[src/hw/mipsIsaPkg.sv]
`default_nettype none

package mipsIsaPkg;

	typedef logic [31:0] word;
	typedef logic [4:0] regIdx;

	typedef enum logic [5:0] {
		opSpecial = 6'h00,
		opRegimm  = 6'h01,
		opJ       = 6'h02,
		opJal     = 6'h03,
		opBeq     = 6'h04,
		opBne     = 6'h05,
		opBlez    = 6'h06,
		opBgtz    = 6'h07,
		opAddiu   = 6'h09,
		opSlti    = 6'h0a,
		opSltiu   = 6'h0b,
		opAndi    = 6'h0c,
		opOri     = 6'h0d,
		opLui     = 6'h0f,
		opLw      = 6'h23,
		opSw      = 6'h2b
	} opcodeE;

	typedef enum logic [5:0] {
		functSll  = 6'h00,
		functSrl  = 6'h02,
		functSra  = 6'h03,
		functSllv = 6'h04,
		functSrlv = 6'h06,
		functSrav = 6'h07,
		functJr   = 6'h08,
		functJalr = 6'h09,
		functAddu = 6'h21,
		functSubu = 6'h23,
		functAnd  = 6'h24,
		functOr   = 6'h25,
		functXor  = 6'h26,
		functSlt  = 6'h2a,
		functSltu = 6'h2b
	} functE;

	// Branch selector carried in the rt field of REGIMM instructions.
	typedef enum logic [4:0] {
		regimmBltz = 5'h00,
		regimmBgez = 5'h01
	} regimmE;

	typedef union packed {
		struct packed {
			opcodeE opcode;
			regIdx rs;
			regIdx rt;
			regIdx rd;
			logic [4:0] shamt;
			functE funct;
		} rType;
		struct packed {
			opcodeE opcode;
			regIdx rs;
			regIdx rt;
			logic [15:0] imm;
		} iType;
		struct packed {
			opcodeE opcode;
			logic [25:0] target;
		} jType;
	} instrWord;

endpackage

`default_nettype wire

[src/hw/mipsCtrlPkg.sv]
`default_nettype none

package mipsCtrlPkg;

	// Operation class handed from the main decoder to the ALU decoder.
	typedef enum logic [1:0] {
		aluOpAddr  = 2'b00,
		aluOpCmp   = 2'b01,
		aluOpFunct = 2'b10,
		aluOpImm   = 2'b11
	} aluOpE;

	typedef enum logic [3:0] {
		aluAdd  = 4'd0,
		aluSub  = 4'd1,
		aluAnd  = 4'd2,
		aluOr   = 4'd3,
		aluXor  = 4'd4,
		aluSlt  = 4'd5,
		aluSltu = 4'd6,
		aluSll  = 4'd7,
		aluSrl  = 4'd8,
		aluSra  = 4'd9,
		aluLui  = 4'd10
	} aluFnE;

	localparam mipsIsaPkg::regIdx linkReg = 5'd31;

endpackage

`default_nettype wire

[src/hw/mipsAlu.sv]
`default_nettype none

module mipsAlu (
	input mipsIsaPkg::word a,
	input mipsIsaPkg::word b,
	input logic [4:0] shamt,
	input mipsCtrlPkg::aluFnE aluFn,
	output mipsIsaPkg::word result,
	output logic zero
);

	// Shifts and lui work on operand b, as rt or the immediate feeds it.
	always_comb begin
		case (aluFn)
		mipsCtrlPkg::aluAdd: result = a + b;
		mipsCtrlPkg::aluSub: result = a - b;
		mipsCtrlPkg::aluAnd: result = a & b;
		mipsCtrlPkg::aluOr: result = a | b;
		mipsCtrlPkg::aluXor: result = a ^ b;
		mipsCtrlPkg::aluSlt: result = {31'b0, $signed(a) < $signed(b)};
		mipsCtrlPkg::aluSltu: result = {31'b0, a < b};
		mipsCtrlPkg::aluSll: result = b << shamt;
		mipsCtrlPkg::aluSrl: result = b >> shamt;
		mipsCtrlPkg::aluSra: result = $signed(b) >>> shamt;
		mipsCtrlPkg::aluLui: result = {b[15:0], 16'h0000};
		default: result = '0;
		endcase
	end

	assign zero = (result == '0);

endmodule

`default_nettype wire

[src/hw/mipsAluControl.sv]
`default_nettype none

module mipsAluControl (
	input mipsCtrlPkg::aluOpE aluOp,
	input mipsIsaPkg::instrWord instr,
	output mipsCtrlPkg::aluFnE aluFn,
	output logic signExt,
	output logic shiftVar
);

	always_comb begin
		aluFn = mipsCtrlPkg::aluAdd;
		case (aluOp)
		mipsCtrlPkg::aluOpCmp: aluFn = mipsCtrlPkg::aluSub;
		mipsCtrlPkg::aluOpFunct: begin
			case (instr.rType.funct)
			mipsIsaPkg::functSubu: aluFn = mipsCtrlPkg::aluSub;
			mipsIsaPkg::functAnd: aluFn = mipsCtrlPkg::aluAnd;
			mipsIsaPkg::functOr: aluFn = mipsCtrlPkg::aluOr;
			mipsIsaPkg::functXor: aluFn = mipsCtrlPkg::aluXor;
			mipsIsaPkg::functSlt: aluFn = mipsCtrlPkg::aluSlt;
			mipsIsaPkg::functSltu: aluFn = mipsCtrlPkg::aluSltu;
			mipsIsaPkg::functSll, mipsIsaPkg::functSllv: aluFn = mipsCtrlPkg::aluSll;
			mipsIsaPkg::functSrl, mipsIsaPkg::functSrlv: aluFn = mipsCtrlPkg::aluSrl;
			mipsIsaPkg::functSra, mipsIsaPkg::functSrav: aluFn = mipsCtrlPkg::aluSra;
			default: aluFn = mipsCtrlPkg::aluAdd;
			endcase
		end
		mipsCtrlPkg::aluOpImm: begin
			case (instr.iType.opcode)
			mipsIsaPkg::opSlti: aluFn = mipsCtrlPkg::aluSlt;
			mipsIsaPkg::opSltiu: aluFn = mipsCtrlPkg::aluSltu;
			mipsIsaPkg::opAndi: aluFn = mipsCtrlPkg::aluAnd;
			mipsIsaPkg::opOri: aluFn = mipsCtrlPkg::aluOr;
			mipsIsaPkg::opLui: aluFn = mipsCtrlPkg::aluLui;
			default: aluFn = mipsCtrlPkg::aluAdd;
			endcase
		end
		default: ;
		endcase
	end

	// The logical immediates are zero-extended. sltiu still sign-extends.
	assign signExt = !(instr.iType.opcode inside {mipsIsaPkg::opAndi, mipsIsaPkg::opOri});

	assign shiftVar = (aluOp == mipsCtrlPkg::aluOpFunct) &&
		(instr.rType.funct inside {mipsIsaPkg::functSllv, mipsIsaPkg::functSrlv,
		mipsIsaPkg::functSrav});

endmodule

`default_nettype wire

[src/hw/mipsControl.sv]
`default_nettype none

module mipsControl (
	input mipsIsaPkg::instrWord instr,
	output logic regDst,
	output logic jump,
	output logic branch,
	output logic memRead,
	output logic memWrite,
	output logic memToReg,
	output logic regWrite,
	output logic aluSrc,
	output mipsCtrlPkg::aluOpE aluOp
);

	// Bit order is regDst, jump, branch, memRead, memWrite, memToReg, regWrite, aluSrc.
	logic [7:0] ctrl;

	assign {regDst, jump, branch, memRead, memWrite, memToReg, regWrite, aluSrc} = ctrl;

	// Anything not listed keeps the all-zero word and retires as a no-op.
	always_comb begin
		ctrl = 8'b0000_0000;
		aluOp = mipsCtrlPkg::aluOpAddr;
		case (instr.rType.opcode)
		mipsIsaPkg::opSpecial: begin
			case (instr.rType.funct)
			mipsIsaPkg::functAddu, mipsIsaPkg::functSubu,
			mipsIsaPkg::functAnd, mipsIsaPkg::functOr, mipsIsaPkg::functXor,
			mipsIsaPkg::functSlt, mipsIsaPkg::functSltu,
			mipsIsaPkg::functSll, mipsIsaPkg::functSrl, mipsIsaPkg::functSra,
			mipsIsaPkg::functSllv, mipsIsaPkg::functSrlv, mipsIsaPkg::functSrav: begin
				ctrl = 8'b1000_0010;
				aluOp = mipsCtrlPkg::aluOpFunct;
			end
			mipsIsaPkg::functJr: ctrl = 8'b0100_0000;
			mipsIsaPkg::functJalr: ctrl = 8'b1100_0010;
			default: ;
			endcase
		end
		mipsIsaPkg::opRegimm: begin
			case (instr.iType.rt)
			mipsIsaPkg::regimmBltz, mipsIsaPkg::regimmBgez: begin
				ctrl = 8'b0010_0000;
				aluOp = mipsCtrlPkg::aluOpCmp;
			end
			default: ;
			endcase
		end
		mipsIsaPkg::opBeq, mipsIsaPkg::opBne, mipsIsaPkg::opBlez, mipsIsaPkg::opBgtz: begin
			ctrl = 8'b0010_0000;
			aluOp = mipsCtrlPkg::aluOpCmp;
		end
		mipsIsaPkg::opJ: ctrl = 8'b0100_0000;
		mipsIsaPkg::opJal: ctrl = 8'b0100_0010;
		mipsIsaPkg::opAddiu, mipsIsaPkg::opSlti, mipsIsaPkg::opSltiu,
		mipsIsaPkg::opAndi, mipsIsaPkg::opOri, mipsIsaPkg::opLui: begin
			ctrl = 8'b0000_0011;
			aluOp = mipsCtrlPkg::aluOpImm;
		end
		mipsIsaPkg::opLw: ctrl = 8'b0001_0111;
		mipsIsaPkg::opSw: ctrl = 8'b0000_1001;
		default: ;
		endcase
	end

endmodule

`default_nettype wire

[src/hw/mipsCpu.sv]
`default_nettype none

module mipsCpu #(
	parameter mipsIsaPkg::word pcReset = 32'h0000_0000
) (
	input logic clk,
	input logic rst,
	output mipsIsaPkg::word fetchPc,
	input mipsIsaPkg::instrWord instr,
	input logic instrValid,
	output mipsIsaPkg::word dmemAddr,
	output mipsIsaPkg::word dmemWrData,
	output logic dmemWrite,
	output logic dmemRead,
	input mipsIsaPkg::word dmemRdData,
	output logic retireValid,
	output mipsIsaPkg::word retirePc,
	output mipsIsaPkg::instrWord retireInstr,
	output logic retireRegWrite,
	output mipsIsaPkg::regIdx retireReg,
	output mipsIsaPkg::word retireData
);

	mipsIsaPkg::word pc;
	mipsIsaPkg::word pcPlus4;
	mipsIsaPkg::word nextPc;
	mipsIsaPkg::word branchTarget;
	mipsIsaPkg::word jumpTarget;
	mipsIsaPkg::word rsData;
	mipsIsaPkg::word rtData;
	mipsIsaPkg::word immExt;
	mipsIsaPkg::word aluB;
	mipsIsaPkg::word aluResult;
	mipsIsaPkg::word writeData;
	mipsIsaPkg::regIdx writeReg;
	logic [4:0] shamt;
	logic fire;
	logic regDst, jump, branch, memRead, memWrite, memToReg, regWrite, aluSrc;
	logic signExt, shiftVar, aluZero, rsZero, taken;
	mipsCtrlPkg::aluOpE aluOp;
	mipsCtrlPkg::aluFnE aluFn;

	// Nothing executes while reset is held, so no store can reach the data memory.
	assign fire = instrValid & ~rst;

	always_ff @(posedge clk) begin
		if (rst) begin
			pc <= pcReset;
		end else if (instrValid) begin
			pc <= nextPc;
		end
	end

	mipsControl i_mipsControl (
		.instr(instr), .regDst(regDst), .jump(jump), .branch(branch),
		.memRead(memRead), .memWrite(memWrite), .memToReg(memToReg),
		.regWrite(regWrite), .aluSrc(aluSrc), .aluOp(aluOp)
	);

	mipsAluControl i_mipsAluControl (
		.aluOp(aluOp), .instr(instr), .aluFn(aluFn), .signExt(signExt), .shiftVar(shiftVar)
	);

	mipsRegFile i_mipsRegFile (
		.clk(clk), .rst(rst), .raddrA(instr.rType.rs), .raddrB(instr.rType.rt),
		.waddr(writeReg), .wen(fire & regWrite), .wdata(writeData),
		.rdataA(rsData), .rdataB(rtData)
	);

	assign immExt = {{16{signExt & instr.iType.imm[15]}}, instr.iType.imm};
	assign aluB = aluSrc ? immExt : rtData;
	assign shamt = shiftVar ? rsData[4:0] : instr.rType.shamt;

	mipsAlu i_mipsAlu (
		.a(rsData), .b(aluB), .shamt(shamt), .aluFn(aluFn), .result(aluResult), .zero(aluZero)
	);

	// beq and bne use the ALU difference. The other branches test rs against zero.
	assign rsZero = (rsData == '0);

	always_comb begin
		case (instr.iType.opcode)
		mipsIsaPkg::opBeq: taken = aluZero;
		mipsIsaPkg::opBne: taken = !aluZero;
		mipsIsaPkg::opBlez: taken = rsData[31] | rsZero;
		mipsIsaPkg::opBgtz: taken = !rsData[31] & !rsZero;
		mipsIsaPkg::opRegimm: taken = (instr.iType.rt == mipsIsaPkg::regimmBgez) ?
			!rsData[31] : rsData[31];
		default: taken = 1'b0;
		endcase
	end

	assign pcPlus4 = pc + 32'd4;
	assign branchTarget = pcPlus4 + {{14{instr.iType.imm[15]}}, instr.iType.imm, 2'b00};
	assign jumpTarget = (instr.rType.opcode == mipsIsaPkg::opSpecial) ? rsData :
		{pcPlus4[31:28], instr.jType.target, 2'b00};
	assign nextPc = jump ? jumpTarget : (branch && taken) ? branchTarget : pcPlus4;

	// jal links to r31 and jalr links to rd. Both write back the return address.
	assign writeReg = (jump && !regDst) ? mipsCtrlPkg::linkReg :
		regDst ? instr.rType.rd : instr.rType.rt;
	assign writeData = jump ? pcPlus4 : memToReg ? dmemRdData : aluResult;

	assign fetchPc = pc;
	assign dmemAddr = aluResult;
	assign dmemWrData = rtData;
	assign dmemWrite = fire & memWrite;
	assign dmemRead = fire & memRead;

	assign retireValid = fire;
	assign retirePc = pc;
	assign retireInstr = instr;
	assign retireRegWrite = fire & regWrite;
	assign retireReg = writeReg;
	assign retireData = writeData;

endmodule

`default_nettype wire

[src/hw/mipsRegFile.sv]
`default_nettype none

module mipsRegFile (
	input logic clk,
	input logic rst,
	input mipsIsaPkg::regIdx raddrA,
	input mipsIsaPkg::regIdx raddrB,
	input mipsIsaPkg::regIdx waddr,
	input logic wen,
	input mipsIsaPkg::word wdata,
	output mipsIsaPkg::word rdataA,
	output mipsIsaPkg::word rdataB
);

	// Register 0 has no storage at all.
	mipsIsaPkg::word regs [1:31];

	always_ff @(posedge clk) begin
		if (rst) begin
			for (int i = 1; i < 32; i++) begin
				regs[i] <= '0;
			end
		end else if (wen && waddr != 5'd0) begin
			regs[waddr] <= wdata;
		end
	end

	assign rdataA = (raddrA == 5'd0) ? '0 : regs[raddrA];
	assign rdataB = (raddrB == 5'd0) ? '0 : regs[raddrB];

endmodule

`default_nettype wire

[config.mk]
export PLATFORM = sky130hd
export DESIGN_NAME = mipsCpu
export DESIGN_NICKNAME = d
export VERILOG_FILES = /design/src/hw/mipsIsaPkg.sv /design/src/hw/mipsCtrlPkg.sv /design/src/hw/mipsAlu.sv /design/src/hw/mipsAluControl.sv /design/src/hw/mipsControl.sv /design/src/hw/mipsCpu.sv /design/src/hw/mipsRegFile.sv
export SDC_FILE = /design/constraint.sdc
export NUM_CORES = 2
export LEC_CHECK = 0
export BUFFER_PORTS_ARGS = -buffer_cell sky130_fd_sc_hd__buf_2
export CORE_ASPECT_RATIO = 0.5
export CORE_MARGIN = 2
export CORE_UTILIZATION = 30
export CTS_CLUSTER_DIAMETER = 100
export DETAILED_ROUTE_END_ITERATION = 12
export GPL_TIMING_DRIVEN = 0
export PLACE_DENSITY = 0.54
export SLEW_MARGIN = 30
export SYNTH_ARGS = -nofsm -noshare
export SYNTH_HDL_FRONTEND = slang
export SYNTH_SLANG_ARGS = --single-unit
export TNS_END_PERCENT = 100
[constraint.sdc]
create_clock -name clk -period 7.2 [get_ports clk]
set_input_delay 0.36 -clock clk [delete_from_list [all_inputs] [get_ports clk]]
set_output_delay 0.36 -clock clk [all_outputs]
set_load 0.01 [all_outputs]
==> run metrics <==
top cells by area, synth edfxtp_1, mux4_2, mux2i_1; Post-Layout Cell Count 9983; DP Worst Slack -3.86 ns; syn avg cell area 11.0 um2; Die ar. 230000 um2; Global Route Usage Sum 0.318; Seq/Total Area, Yosys 0.463; CTS Buf Count roughly 120; IO Port Bufs between 200 and 300; starting density of the core 0.302; hold_ws 0.133 ns; clk_skew 0.0440 ns; M1 GR Usage 0.372; DR iter-0 viols 11.2k; CTS Root Cell clkbuf_16; Synth area leader edfxtp_1; Pre-antenna DRT Iters 7; vias in the first global route 59.2k; Worst Setup Start Kind flop; Worst path max stage delay 0.62 ns; critical path capture point type output port; met3 Usage GRT 0.144; Least-Margin Pin Slew 1.30 ns; CP top delay family buffers and inverters; Die Y 340 um; max cap viols 0; Final ANT Viol Nets 0; Top-Level Pins 268; clk buf depth 3; grt met2 use 0.459; Worst path most repeated cell mux2i_1; post-synthesis cell area approximately 68000 um2; initial antenna violation count 15; Critical Path AT 7.00 ns; CP required approximately 6.8 ns; Post-synth EDFFs 1024; CP Buf/Inv Count 8; Final Hold Fails 0; busiest grt layer met2; Warnings, synthesis 0; crit path kind flop to output port; Post-Synthesis Cells 6147; RSZ-0062 raised after global routing true; most frequent cells after synthesis nor2_1, edfxtp_1, mux2i_1; GR Overflow Total 0; share of layout cells above drive strength 1 0.261; worst path cell trace mux2i_1 > a22oi_1 > a21oi_1 > nor4_4 > buf_4 > a31o_1 > buf_4 > buf_2 > buf_2 > clkbuf_1 > mux2i_1 > mux2i_1 > o22ai_1 > o21ai_0 > a21oi_1 > o21ai_2 > mux2i_1 > nand2_1 > o21ai_2 > clkbuf_2 > inv_1 > buf_2; CP max FO 10; worst skew pair latency 0.79 ns; Die Wd 677 um; Worst path slowest cell clkbuf_1; worst setup margin -0.156 ns; endpoints failing setup 8; count leader, synth nor2_1; worst vdd ir about 200 uV; NumNets Final 7063; pwr dens between 200 and 250 nW/um2; post-route minimum period around 7.4 ns; CTS tree yes; largest net degree at the start of global routing 25; first-pass GRT wire length 503 mm; Slew Viols, Final 0; failing checks setup timing; flops & latches, synth approximately 1.1k; detailed-route wire length 383 mm; FMAX 136 MHz; routability cong. around 1.0; worst hold path class input port to flop; final setup TNS -0.431 ns; Avg Vias per Cell 6.35; Area Overhead vs Synth 23.3%; distinct cell type count after synthesis 107; core footprint 225000 um2; routed len/inst roughly 38 um; CTS Sinks 1056; Synth Flop Type edfxtp_1; Worst R2R Setup Slack 0 ns; ys async rst share 0; worst relative slew slack 0.133; Placement Rows 123; clock slew at reported path FFs 0.06 ns; HPWL Detailed between 200 and 300 mm; area share of the largest cell type after synthesis 0.453; H-tree depth 3; Lkg Pwr 0.0335 uW; run status complete, but fails checks; DRC 0; crit share post-route 1.02; Via Count 63.4k; placed cells 9495
==> placed cells by master, fill, tap and decap left out, types with 43 or more instances in the layout <==
master        n
nor2_1     1212
edfxtp_1   1024
mux2i_1     657
buf_4       351
buf_2       322
mux4_2      314
nand2_1     285
a21oi_1     213
a22oi_1     203
clkbuf_1    196
nand3_1     164
inv_1       134
clkbuf_16   127
ha_1        119
o21ai_0      95
clkbuf_2     94
buf_12       78
nand2b_1     64
xnor2_1      54
nor3_1       52
o22ai_1      52
buf_6        46
a221o_1      43
==> cells by family (layout without fill, tap and decap cells) <==
kind of cell	after synthesis	after routing	share of synthesized area
other cells	1	59	0.0000553
mux	1057	1057	0.216
buf+inv	757	1535	0.0523
simple gates	2046	2046	0.131
compound gates	1026	1026	0.104
fa+ha+maj	135	135	0.0252
flops	1056	1056	0.463
xor+xnor	69	69	0.00891
==> tightest hold or removal path, stage by stage <==
cell and delay [ns]:
buf_2 0.20, mux2i_1 0.18, a221oi_1 0.10
==> where the power goes <==
group / leakage, uW / switching (uW) / internal [uW]
Sequential: 0.0108 / 166 / 7000
Combinational: 0.0209 / 5020 / 2330
Clock: 0.00180 / 2700 / 3280
==> registers in the layout, summed over array words and instances (netlist names) <==
register            cells
fetchPc                32
i_mipsRegFile.regs   1024
==> worst paths after layout <==
kind | depth (start not counted) | from | to
setup / recovery | 22 | i_mipsRegFile.regs[31][1] | retireData[24]
hold / removal | 3 | instr[10] | fetchPc[12]
setup reg to reg | 27 | i_mipsRegFile.regs[31][1] | fetchPc[31]
hold reg to reg | 2 | fetchPc[6] | fetchPc[6]
==> layout make-up <==
| type | instances | area (um2) |
|---|---|---|
| Antenna cell | 27 | 67.6 |
| Buffer | 592 | 4510 |
| Clock buffer | 144 | 3100 |
| Clock inverter | 69 | 534 |
| Fill cell | 22212 | 141000 |
| Inverter | 150 | 578 |
| Multi-Input combinational cell | 4365 | 34900 |
| Sequential cell | 1056 | 31400 |
| Tap cell | 3000 | 3750 |
| Timing Repair Buffer | 580 | 4790 |
==> metal layers <==
metal,vias to the layer above,share of wire
met5,-,0.0023
met4,26,0.089
met3,1555,0.15
met2,5860,0.41
met1,31573,0.34
li1,24419,-
==> metrics by stage <==
| step | utilization | area, um2 | total power, uW |
|---|---|---|---|
| 2_1_floorplan | - | 68000 | 10400 |
| 3_3_place_gp | 0.325 | 73100 | 13200 |
| 3_5_place_dp | 0.333 | 74800 | 13300 |
| 4_1_cts | 0.364 | 81900 | 19700 |
| 5_1_grt | 0.372 | 83600 | 20800 |
| 6_report | 0.372 | 83600 | 20500 |
==> what timing repair did <==
action / in CTS / in global routing
pin swaps: 55 / 59
cloned: 2 / 5
gates resized for setup: 557 / 185
setup endpoints to repair: 1017 / 62
hold buffers: 0 / 0
setup buffers: 150 / 105
No activity file was read; power rests on OpenSTA's default activity.
